--- config.mk ---
export PLATFORM = sky130hd
export DESIGN_NAME = receiver_frontend
export DESIGN_NICKNAME = d
export VERILOG_FILES = /design/src/logic/cfo_pkg.sv /design/src/logic/iq_pkg.sv /design/src/logic/cfo_derotator.sv /design/src/logic/cic_decimator.sv /design/src/logic/llr_demapper.sv /design/src/logic/receiver_frontend.sv
export SDC_FILE = /design/constraint.sdc
export NUM_CORES = 1
export LEC_CHECK = 0
export ABC_CLOCK_PERIOD_IN_PS = 11200
export BUFFER_PORTS_ARGS = -buffer_cell sky130_fd_sc_hd__buf_2
export CORE_AREA = 3 3 229 231
export DETAILED_ROUTE_END_ITERATION = 16
export DIE_AREA = 0 0 232 234
export GPL_TIMING_DRIVEN = 0
export PLACE_DENSITY_LB_ADDON = 0.08
export SYNTH_ARGS = -nofsm -noshare
export SYNTH_HDL_FRONTEND = slang
export SYNTH_HIERARCHICAL = 1
export SYNTH_SLANG_ARGS = --single-unit
--- constraint.sdc ---
create_clock -name clk_i -period 11.2 [get_ports clk_i]
set_clock_uncertainty 0.2 [all_clocks]
set_input_delay 3.36 -clock clk_i [delete_from_list [all_inputs] [get_ports clk_i]]
set_output_delay 3.36 -clock clk_i [all_outputs]
set_load 0.02 [all_outputs]
--- src/logic/cfo_pkg.sv ---
package cfo_pkg;

    // phase accumulator width, one turn is 2**phase_dw
    localparam int unsigned phase_dw = 20;

    // relative correction, applied whenever valid is set
    typedef struct packed {
        logic                       valid;
        logic signed [phase_dw-1:0] inc;
    } cfo_update_t;

    // top two phase bits
    typedef enum logic [1:0] {
        rot_0   = 2'd0,
        rot_90  = 2'd1,
        rot_180 = 2'd2,
        rot_270 = 2'd3
    } quadrant_t;

endpackage

--- src/logic/iq_pkg.sv ---
package iq_pkg;

    // ------------------------------------------------------------------------
    // complex sample stream
    // ------------------------------------------------------------------------

    // width of one component, I or Q
    localparam int unsigned iq_dw = 16;

    // full scale of one component
    localparam logic signed [iq_dw-1:0] iq_max = {1'b0, {(iq_dw - 1){1'b1}}};
    localparam logic signed [iq_dw-1:0] iq_min = {1'b1, {(iq_dw - 1){1'b0}}};

    // real part in the low half, imaginary part in the high half
    typedef struct packed {
        logic signed [iq_dw-1:0] q;
        logic signed [iq_dw-1:0] i;
    } iq_sample_t;

    // ------------------------------------------------------------------------
    // soft bit stream
    // ------------------------------------------------------------------------

    localparam int unsigned llr_dw = 8;

    // most negative code, never sent
    localparam logic signed [llr_dw-1:0] llr_min = {1'b1, {(llr_dw - 1){1'b0}}};

    // two beats per sample, last marks the Q beat
    typedef struct packed {
        logic signed [llr_dw-1:0] llr;
        logic                     last;
    } llr_beat_t;

endpackage

--- src/logic/cfo_derotator.sv ---
`timescale 1ns/1ps

module cfo_derotator (
    input  logic                clk_i,
    input  logic                reset_ni,

    input  iq_pkg::iq_sample_t  sample_i,
    input  logic                sample_valid_i,
    output logic                sample_ready_o,

    input  cfo_pkg::cfo_update_t cfo_update_i,

    output iq_pkg::iq_sample_t  rot_o,
    output logic                rot_valid_o,
    input  logic                rot_ready_i
);
    import iq_pkg::*;
    import cfo_pkg::*;

    logic signed [phase_dw-1:0] inc_q;
    logic [phase_dw-1:0]        phase_q;
    quadrant_t                  quadrant;
    logic                       accept;

    // negation that maps the most negative value to full scale
    function automatic logic signed [iq_dw-1:0] neg_sat(input logic signed [iq_dw-1:0] x);
        return (x == iq_min) ? iq_max : -x;
    endfunction

    function automatic iq_sample_t rotate(input iq_sample_t s, input quadrant_t quad);
        iq_sample_t r;
        case (quad)
            rot_0: begin
                r = s;
            end
            rot_90: begin
                r.i = neg_sat(s.q);
                r.q = s.i;
            end
            rot_180: begin
                r.i = neg_sat(s.i);
                r.q = neg_sat(s.q);
            end
            rot_270: begin
                r.i = s.q;
                r.q = neg_sat(s.i);
            end
        endcase
        return r;
    endfunction

    assign sample_ready_o = !rot_valid_o || rot_ready_i;
    assign accept         = sample_valid_i && sample_ready_o;
    assign quadrant       = quadrant_t'(phase_q[phase_dw-1 -: 2]);

    // ------------------------------------------------------------------------
    // phase and increment
    // ------------------------------------------------------------------------

    always_ff @(posedge clk_i) begin
        if (!reset_ni) begin
            inc_q       <= '0;
            phase_q     <= '0;
            rot_valid_o <= 1'b0;
        end else begin
            // updates are relative to the previous correction
            if (cfo_update_i.valid) begin
                inc_q <= inc_q - cfo_update_i.inc;
            end
            if (accept) begin
                phase_q <= phase_q + inc_q;
            end
            if (accept) begin
                rot_valid_o <= 1'b1;
            end else if (rot_ready_i) begin
                rot_valid_o <= 1'b0;
            end
        end
    end

    always_ff @(posedge clk_i) begin
        if (accept) begin
            rot_o <= rotate(sample_i, quadrant);
        end
    end

endmodule

--- src/logic/cic_decimator.sv ---
`timescale 1ns/1ps

module cic_decimator #(
    parameter int unsigned CIC_RATE   = 2,
    parameter int unsigned CIC_STAGES = 3
) (
    input  logic               clk_i,
    input  logic               reset_ni,

    input  iq_pkg::iq_sample_t in_i,
    input  logic               in_valid_i,
    output logic               in_ready_o,

    output iq_pkg::iq_sample_t out_o,
    output logic               out_valid_o,
    input  logic               out_ready_i
);
    import iq_pkg::*;

    // bit growth of the filter with differential delay one
    localparam int unsigned growth = CIC_STAGES * $clog2(CIC_RATE);
    localparam int unsigned acc_dw = iq_dw + growth;
    localparam int unsigned cnt_dw = (CIC_RATE > 1) ? $clog2(CIC_RATE) : 1;

    typedef logic signed [acc_dw-1:0] acc_t;

    logic              accept;
    logic              dump;
    logic [cnt_dw-1:0] cnt_q;

    // index 0 is I, index 1 is Q
    acc_t comp_in  [2];
    acc_t integ_q  [2][CIC_STAGES];
    acc_t integ_d  [2][CIC_STAGES];
    acc_t comb_q   [2][CIC_STAGES];
    acc_t comb_in  [2][CIC_STAGES];
    acc_t comb_out [2][CIC_STAGES];
    acc_t scaled   [2];

    assign in_ready_o = !out_valid_o || out_ready_i;
    assign accept     = in_valid_i && in_ready_o;
    // last input of a decimation period
    assign dump       = accept && (cnt_q == cnt_dw'(CIC_RATE - 1));

    assign comp_in[0] = acc_t'(in_i.i);
    assign comp_in[1] = acc_t'(in_i.q);

    // ------------------------------------------------------------------------
    // integrator cascade, then comb cascade on the newest integrator value
    // ------------------------------------------------------------------------

    always_comb begin
        for (int c = 0; c < 2; c++) begin
            integ_d[c][0] = integ_q[c][0] + comp_in[c];
            for (int s = 1; s < CIC_STAGES; s++) begin
                integ_d[c][s] = integ_q[c][s] + integ_d[c][s-1];
            end

            comb_in[c][0]  = integ_d[c][CIC_STAGES-1];
            comb_out[c][0] = comb_in[c][0] - comb_q[c][0];
            for (int s = 1; s < CIC_STAGES; s++) begin
                comb_in[c][s]  = comb_out[c][s-1];
                comb_out[c][s] = comb_in[c][s] - comb_q[c][s];
            end

            // remove the gain of CIC_RATE**CIC_STAGES
            scaled[c] = comb_out[c][CIC_STAGES-1] >>> growth;
        end
    end

    always_ff @(posedge clk_i) begin
        if (!reset_ni) begin
            cnt_q       <= '0;
            integ_q     <= '{default: '0};
            comb_q      <= '{default: '0};
            out_valid_o <= 1'b0;
        end else begin
            if (accept) begin
                cnt_q   <= dump ? '0 : cnt_q + 1'b1;
                integ_q <= integ_d;
            end
            if (dump) begin
                comb_q <= comb_in;
            end
            if (dump) begin
                out_valid_o <= 1'b1;
            end else if (out_ready_i) begin
                out_valid_o <= 1'b0;
            end
        end
    end

    always_ff @(posedge clk_i) begin
        if (dump) begin
            out_o.i <= scaled[0][iq_dw-1:0];
            out_o.q <= scaled[1][iq_dw-1:0];
        end
    end

endmodule

--- src/logic/llr_demapper.sv ---
`timescale 1ns/1ps

module llr_demapper (
    input  logic               clk_i,
    input  logic               reset_ni,

    input  iq_pkg::iq_sample_t in_i,
    input  logic               in_valid_i,
    output logic               in_ready_o,

    output iq_pkg::llr_beat_t  llr_o,
    output logic               llr_valid_o,
    input  logic               llr_ready_i
);
    import iq_pkg::*;

    iq_sample_t              sample_q;
    // low while the I beat is pending, high for the Q beat
    logic                    beat_q;
    logic                    accept;
    logic                    take;
    logic signed [iq_dw-1:0] comp;

    // keep the top llr_dw bits, symmetric range
    function automatic logic signed [llr_dw-1:0] to_llr(input logic signed [iq_dw-1:0] x);
        logic signed [iq_dw-1:0]  shifted;
        logic signed [llr_dw-1:0] code;
        shifted = x >>> (iq_dw - llr_dw);
        code    = shifted[llr_dw-1:0];
        if (code == llr_min) begin
            code = llr_min + 1;
        end
        return code;
    endfunction

    assign take       = llr_valid_o && llr_ready_i;
    // a new sample only enters together with the Q beat leaving
    assign in_ready_o = !llr_valid_o || (beat_q && llr_ready_i);
    assign accept     = in_valid_i && in_ready_o;

    assign comp       = beat_q ? sample_q.q : sample_q.i;
    assign llr_o.llr  = to_llr(comp);
    assign llr_o.last = beat_q;

    // ------------------------------------------------------------------------
    // beat sequencing
    // ------------------------------------------------------------------------

    always_ff @(posedge clk_i) begin
        if (!reset_ni) begin
            llr_valid_o <= 1'b0;
            beat_q      <= 1'b0;
        end else begin
            if (accept) begin
                llr_valid_o <= 1'b1;
                beat_q      <= 1'b0;
            end else if (take) begin
                if (beat_q) begin
                    llr_valid_o <= 1'b0;
                    beat_q      <= 1'b0;
                end else begin
                    beat_q <= 1'b1;
                end
            end
        end
    end

    always_ff @(posedge clk_i) begin
        if (accept) begin
            sample_q <= in_i;
        end
    end

endmodule

--- src/logic/receiver_frontend.sv ---
`timescale 1ns/1ps

module receiver_frontend #(
    parameter int unsigned CIC_RATE   = 2,
    parameter int unsigned CIC_STAGES = 3
) (
    input  logic                 clk_i,
    input  logic                 reset_ni,

    input  iq_pkg::iq_sample_t   sample_i,
    input  logic                 sample_valid_i,
    output logic                 sample_ready_o,

    input  cfo_pkg::cfo_update_t cfo_update_i,

    output iq_pkg::llr_beat_t    llr_o,
    output logic                 llr_valid_o,
    input  logic                 llr_ready_i
);
    import iq_pkg::*;

    // derotated samples at the input rate
    iq_sample_t rot;
    logic       rot_valid;
    logic       rot_ready;

    // decimated samples
    iq_sample_t cic_out;
    logic       cic_valid;
    logic       cic_ready;

    cfo_derotator i_cfo_derotator (
        .clk_i         (clk_i),
        .reset_ni      (reset_ni),
        .sample_i      (sample_i),
        .sample_valid_i(sample_valid_i),
        .sample_ready_o(sample_ready_o),
        .cfo_update_i  (cfo_update_i),
        .rot_o         (rot),
        .rot_valid_o   (rot_valid),
        .rot_ready_i   (rot_ready)
    );

    cic_decimator #(
        .CIC_RATE  (CIC_RATE),
        .CIC_STAGES(CIC_STAGES)
    ) i_cic_decimator (
        .clk_i      (clk_i),
        .reset_ni   (reset_ni),
        .in_i       (rot),
        .in_valid_i (rot_valid),
        .in_ready_o (rot_ready),
        .out_o      (cic_out),
        .out_valid_o(cic_valid),
        .out_ready_i(cic_ready)
    );

    llr_demapper i_llr_demapper (
        .clk_i      (clk_i),
        .reset_ni   (reset_ni),
        .in_i       (cic_out),
        .in_valid_i (cic_valid),
        .in_ready_o (cic_ready),
        .llr_o      (llr_o),
        .llr_valid_o(llr_valid_o),
        .llr_ready_i(llr_ready_i)
    );

endmodule

# Word-level counts from Yosys, hierarchy flattened

Index checks and enable logic that the tools add are counted.

Register bits after elaboration: 369
Bits of input ports: 57
Output and inout port bits: 11
Logic and storage cells: 82

Add/sub/neg operators: 17
Equality and inequality tests: 6
Mux-type cells: 14
Bitwise operators: 1
Reduce and logical (&&, ||, !) cells: 19

Operators by type and width:

| cell                   | count |
|---|---|
| $pmux W32 S4           | 1 |
| $sub A19 B19 Y19       | 6 |
| $add A19 B19 Y19       | 4 |
| $mux W16               | 3 |
| $add A19 B16 Y19       | 2 |
| $eq A16 B16 Y1 const B | 2 |
| $neg A16 Y16           | 2 |
| $add A20 B20 Y20       | 1 |
| $sub A20 B20 Y20       | 1 |
| $mux W1                | 9 |
| $eq A8 B8 Y1 const B   | 1 |
| $mux W8                | 1 |
| $reduce_bool A2 Y1     | 4 |
| $logic_and A1 B1 Y1    | 6 |
| $eq A2 B2 Y1 const B   | 2 |
| $logic_not A1 Y1       | 3 |
| $logic_or A1 B1 Y1     | 3 |
| $eq A2 B1 Y1 const B   | 1 |
| $logic_not A2 Y1       | 1 |
| $reduce_and A2 Y1      | 1 |
| $reduce_or A2 Y1       | 1 |
| $add A1 B1 Y1 const B  | 1 |
| $not A1 Y1             | 1 |

# Depth between registers and ports, before layout

Gate-level depths: netlist of the first run.

Depth in word-level cells: 6
Mapped depth: 41
Depth with buffers taken out: 41

# Cells and area by module

Netlist of the first run, hierarchy kept.

By module, submodules not included:

| module        | times used | cells an instance | area each (µm²) | sequential area each (µm²) |
|---|---|---|---|---|
| cic_decimator | 1          | 2299              | 18270.0         | 5565.3 |
| cfo_derotator | 1          | 722               | 6142.1          | 1781.7 |
| llr_demapper  | 1          | 46                | 737.0           | 520.5 |

# Worst setup path before layout of the first run

Ideal clock, no wire load.

Path kind: flip-flop to flip-flop
From: reg i_cfo_derotator/rot_o[16] in the netlist's numbering
To: reg i_cic_decimator/out_o[31] in the netlist's numbering (data pin)
Library setup time: 0.258 ns
Arrival time: 7.483 ns
Required time: 10.742 ns
Setup slack: 3.260 ns
Cell stages (with the launch flop): 35
Buffers on the path: 1
Period minus slack after synthesis: 7.940 ns
Path through: edfxtp_1 -> ha_1 -> fa_1 -> a21o_1 -> a21oi_1 -> xnor2_1 -> ha_1 -> a21oi_1 -> xnor2_1 -> ha_1 -> o211a_1 -> o31ai_1 -> nor2b_1 -> xor2_1 -> inv_1 -> ha_1 -> or4_1 -> a31o_2 -> xor2_1 -> ha_1 -> clkbuf_1 -> o2111ai_1 -> a21oi_1 -> nor2_1 -> ha_1 -> a21o_1 -> a21o_1 -> or4_1 -> o221ai_1 -> a21oi_1 -> and4_1 -> a2111o_1 -> a21oi_1 -> xor2_1 -> xnor2_1

RTL lines:

| element                | RTL line            | RTL |
|---|---|---|
| from (decl)            | cfo_derotator.sv:13 | `output iq_pkg::iq_sample_t rot_o,` |
| from (signal assigned) | cfo_derotator.sv:83 | `rot_o <= rotate(sample_i, quadrant);` |
| to (decl)              | cic_decimator.sv:14 | `output iq_pkg::iq_sample_t out_o,` |

==> results of run 1 <==
-- path summary, 6_finish.rpt --
| check | slack [ns] | to | from |
|---|---|---|---|
| setup / recovery | 2.07 | i_cic_decimator/out_o[15] | i_cfo_derotator/rot_o[0] |
| hold / removal | 0.22 | i_llr_demapper/sample_q[28] | i_cic_decimator/out_o[28] |
| setup reg to reg | 2.07 | i_cic_decimator/out_o[15] | i_cfo_derotator/rot_o[0] |
| hold reg to reg | 0.22 | i_llr_demapper/sample_q[28] | i_cic_decimator/out_o[28] |
-- layout by cell type (no fill, tap or decap), types with 15 or more instances in the layout --
master,instances
nor2b_1,42
or3_1,19
buf_2,65
mux4_2,15
and2_1,23
mux2i_1,35
nor3_1,40
edfxtp_1,64
nor2_1,226
nand4_1,19
clkbuf_1,106
a211oi_1,51
a21o_1,58
nand2b_1,25
o21a_1,33
dfxtp_1,273
o21ai_0,130
xnor2_1,133
a21boi_0,17
ha_1,255
nand2_1,428
xor2_1,66
a31oi_1,23
o31ai_1,20
nand3_1,75
o21bai_1,33
a21oi_1,310
inv_1,236
and3_1,20
clkbuf_16,43
-- metal layers --
metal,share of wire,routed length (um),global-route usage,vias up
met5,0,0,0,-
met1,0.44,29300,0.298,10100
met2,0.48,32200,0.434,469
li1,-,-,-,10800
met3,0.042,2820,0.0345,148
met4,0.038,2530,0.0970,0
-- per-stage QoR --
step	area, um^2	instances	hold slack (ns)
4_1_cts	27100	3824	0.218
5_1_grt	27100	3824	0.226
3_3_place_gp	25600	3747	0.204
6_report	27100	3824	0.216
3_5_place_dp	25600	3748	0.205
2_1_floorplan	24400	3012	0.200
-- flip-flops by register name, indices dropped and copies added (netlist names) --
register and flops:
i_cic_decimator/out_o 16, i_cic_decimator/integ_q 114, i_cfo_derotator/inc_q 20, i_llr_demapper/beat_q 1
i_cic_decimator/cnt_q 1, i_llr_demapper/llr_valid_o 1, i_cic_decimator/out_valid_o 1, i_llr_demapper/sample_q 16
i_cfo_derotator/phase_q 20, i_cfo_derotator/rot_o 32, i_cic_decimator/comb_q 114, i_cfo_derotator/rot_valid_o 1
-- final cells by class --
class,count,share of cell area
clock buffers,49,0.0406
inverters,239,0.0332
well taps,672,0.0311
repair buffers,64,0.0124
flip-flops and latches,337,0.273
multi-input cells,2320,0.580
plain buffers,116,0.0175
clock inverters,27,0.0127
==> impl_metrics.env, run 1 <==
export IMPL_crit_type="flip-flop to flip-flop"
export IMPL_htreeDepth=2
export IMPL_finalHoldViolCount=0
export IMPL_syn_avg_cell_area_um2=8.11
export IMPL_grt_first_pass_wirelength_um=108000
export IMPL_min_period_ns=9.13
export IMPL_worstSetupPathDepth=37
export IMPL_cp_arrival_ns=9.25
export IMPL_fillers=4766
export IMPL_core_mm2=0.0503
export IMPL_multiInputGateArea_mm2=0.0157
export IMPL_drive_gt1_frac=0.0644
export IMPL_critPathBufInv=3
export IMPL_path_clk_slew_ns=0.06
export IMPL_end_kind="flip-flop"
export IMPL_rows=82
export IMPL_ff2ff_path_depth=37
export IMPL_dieWidth_um=232
export IMPL_relSlewSlack=0.258
export IMPL_tightest_slew_ns=1.11
export IMPL_dieArea_mm2=0.0543
export IMPL_timing_max_cap_violations=0
export IMPL_setup_viol=0
export IMPL_vias_per_cell=5.64
export IMPL_cts_sinks=337
export IMPL_drt_wl_total_um=66900
export IMPL_final_period_utilization=0.815
export IMPL_hp_class="flip-flop to flip-flop"
export IMPL_hold_path_depth=0
export IMPL_dr_pass1_iters=7
export IMPL_start_kind="flip-flop"
export IMPL_gp_congestion=0.920
export IMPL_grt_ovfl_total=0
export IMPL_setup_ws_ns=2.07
export IMPL_grt_pass1_vias=20900
export IMPL_synth_cell_area_mm2=0.0244
export IMPL_worstPathMaxFanout=5
export IMPL_fmax_mhz=110
export IMPL_pre_cts_ws_ns=2.15
export IMPL_crit_path_top_delay_cell="xnor2_1"
export IMPL_status="completed"
export IMPL_critPathRequiredTime_ns=11.31
export IMPL_cp_top_family="compound AO/OA/AOI/OAI gates"
export IMPL_cts_resized=0
export IMPL_final_nets=3443
export IMPL_syn_inst=3012
export IMPL_rsz0062_at_grt="no"
export IMPL_antenna_found_initial=1
export IMPL_grt_max_degree=38
export IMPL_ff_latch_area_mm2=0.00739
export IMPL_die_y_um=234
export IMPL_critPathMaxStageDelay_ns=0.44
export IMPL_diodes=0
export IMPL_cts_hold_buf=0
export IMPL_ioPinCount=68
export IMPL_initial_utilization=0.486
export IMPL_routed_via_count=21600
export IMPL_slew_viol_final=0
export IMPL_drc=0
export IMPL_drt_first_iter_violations=1266
export IMPL_syn_to_final_growth_pct=10.7
export IMPL_ant_nets=0
export IMPL_cts_setup_buffers=0
export IMPL_io_buffers=63
export IMPL_place_hpwl_um=51500
export IMPL_clock_latency_ns=0.57
export IMPL_crit_path_frequent_cell="ha_1"
export IMPL_fin_util=0.538
export IMPL_cts_buffer_depth=3
export IMPL_grt_use_total=0.244
export IMPL_synth_fp_nets=3336
export IMPL_setup_tns_ns=0
export IMPL_synth_warnings=6
export IMPL_cts_tree="yes"
export IMPL_cts_made_buffers=41
export IMPL_root_buffer="clkbuf_16"
export IMPL_drt_wirelength_per_cell_um=17.5
Power of run 1 is left out: the tool's default activity adds up to more than one toggle a clock period on the data nets, which glitch-free logic cannot reach.
==> inputs of run 2 (changes only) <==
ABC_CLOCK_PERIOD_IN_PS = 8100   (was 11200)
clock period = 8.1 ns   (was 11.2 ns; I/O delays follow)
==> impl_metrics.env, run 2 (synthesized netlist as in run 1, its figures left out) <==
export IMPL_status="finished with violations"
export IMPL_violations="negative setup slack"
export IMPL_grt_pass1_vias=21600
export IMPL_htreeDepth=2
export IMPL_pre_cts_ws_ns=-0.951
export IMPL_critPathMaxStageDelay_ns=0.60
export IMPL_ant_nets=0
export IMPL_r2r_slack_ns=-0.06
export IMPL_ioPinCount=68
export IMPL_cts_tree="yes"
export IMPL_vias_per_cell=5.67
export IMPL_start_kind="flip-flop"
export IMPL_io_buffers=63
export IMPL_clock_latency_ns=0.57
export IMPL_dieArea_mm2=0.0543
export IMPL_root_buffer="clkbuf_16"
export IMPL_fmax_mhz=123
export IMPL_initial_utilization=0.486
export IMPL_diodes=0
export IMPL_fin_hold_ws_ns=0.216
export IMPL_finalInstanceArea_mm2=0.0300
export IMPL_drt_wirelength_per_cell_um=18.0
export IMPL_final_nets=3583
export IMPL_cp_arrival_ns=8.28
export IMPL_antenna_found_initial=1
export IMPL_final_period_utilization=1.01
export IMPL_relSlewSlack=0.264
export IMPL_rsz0062_at_grt="yes"
export IMPL_slew_viol_final=0
export IMPL_cts_made_buffers=41
export IMPL_cts_hold_buf=0
export IMPL_drt_first_iter_violations=1280
export IMPL_crit_path_frequent_cell="a21oi_2"
export IMPL_timing_max_cap_violations=0
export IMPL_grt_use_total=0.252
export IMPL_tightest_slew_ns=1.10
export IMPL_gp_congestion=0.920
export IMPL_crit_path_top_delay_cell="fa_2"
export IMPL_rows=82
export IMPL_place_hpwl_um=51500
export IMPL_crit_type="flip-flop to flip-flop"
export IMPL_setup_viol=2
export IMPL_drc=0
export IMPL_path_clk_slew_ns=0.06
export IMPL_mostFrequentLayoutCell="nand2_1"
export IMPL_end_kind="flip-flop"
export IMPL_grt_ovfl_total=0
export IMPL_fillers=4416
export IMPL_grt_first_pass_wirelength_um=111000
export IMPL_dr_pass1_iters=5
export IMPL_critPathRequiredTime_ns=8.23
export IMPL_min_period_ns=8.16
export IMPL_die_y_um=234
export IMPL_hp_class="flip-flop to flip-flop"
export IMPL_core_mm2=0.0503
export IMPL_grt_max_degree=38
export IMPL_setup_ws_ns=-0.0555
export IMPL_cts_buffer_depth=3
export IMPL_drt_wl_total_um=71300
export IMPL_finalHoldViolCount=0
export IMPL_cts_sinks=337
export IMPL_routed_via_count=22500
export IMPL_drive_gt1_frac=0.182
export IMPL_syn_to_final_growth_pct=22.9
export IMPL_fin_util=0.597
export IMPL_final_cell_mix="426 x nand2_1, 273 x dfxtp_1, 264 x a21oi_1"
export IMPL_reg_top3="i_cic_decimator/comb_q (114), i_cic_decimator/integ_q (114), i_cfo_derotator/rot_o (32)"
export IMPL_worstPathMaxFanout=4
export IMPL_dieWidth_um=232
export IMPL_place_area_mm2=0.0256
## run 2: cell count changes in the layout (fill, tap and decap cells not counted), moves of 12 or more
cell,delta
o21ai_0,-17
ha_2,+15
a21oi_2,+38
a21oi_1,-46
ha_1,-55
nor2_2,+12
xnor2_2,+38
xor2_1,-14
ha_4,+40
xnor2_1,-42
buf_4,+141
nor2_1,-16
## run 2: through the flow
step	setup TNS [ns]	instances
6_report	-0.0851	3964
5_1_grt	-1.20	3964
4_1_cts	0	3907
3_5_place_dp	-4.11	3748
3_3_place_gp	-3.75	3747
2_1_floorplan	0	3012
## run 2: layout make-up
| class | instances | area (um^2) | share of cell area |
|---|---|---|---|
| multi-input cells | 2320 | 17600 | 0.586 |
| flip-flops and latches | 337 | 7390 | 0.246 |
| repair buffers | 206 | 1410 | 0.0468 |
| clock buffers | 49 | 1100 | 0.0366 |
| inverters | 239 | 897 | 0.0299 |
| well taps | 672 | 841 | 0.0280 |
| plain buffers | 114 | 467 | 0.0155 |
| clock inverters | 27 | 344 | 0.0115 |
## run 2: worst max-delay path, delay by kind of cell, from the launching register on
| family | cells | cell delay (ns) |
|---|---|---|
| AND/OR/NAND/NOR | 3 | 0.91 |
| adder cells (fa/ha/maj) | 7 | 2.65 |
| flip-flops | 1 | 0.39 |
| buffers and inverters | 3 | 0.22 |
| XOR/XNOR | 4 | 0.58 |
| AO/OA/AOI/OAI | 16 | 2.96 |
## run 2: metal layers
| layer | global-route usage | share of wire |
|---|---|---|
| met5 | 0 | 0 |
| met4 | 0.104 | 0.039 |
| met3 | 0.0353 | 0.044 |
| met2 | 0.450 | 0.49 |
| met1 | 0.305 | 0.43 |
## run 2: repair_timing
action	CTS	global route
pin swaps	91	146
setup buffers	85	58
setup endpoints to repair	9	8
resized for setup	158	181
## run 2: worst paths after layout
| kind | cells past startpoint | endpoint | startpoint |
|---|---|---|---|
| max | 33 | i_cic_decimator/out_o[31] | i_cfo_derotator/rot_o[16] |
| min | 0 | i_llr_demapper/sample_q[28] | i_cic_decimator/out_o[28] |
| max reg2reg | 33 | i_cic_decimator/out_o[31] | i_cfo_derotator/rot_o[16] |
| min reg2reg | 0 | i_llr_demapper/sample_q[28] | i_cic_decimator/out_o[28] |
Power of run 2 is left out for the same reason.
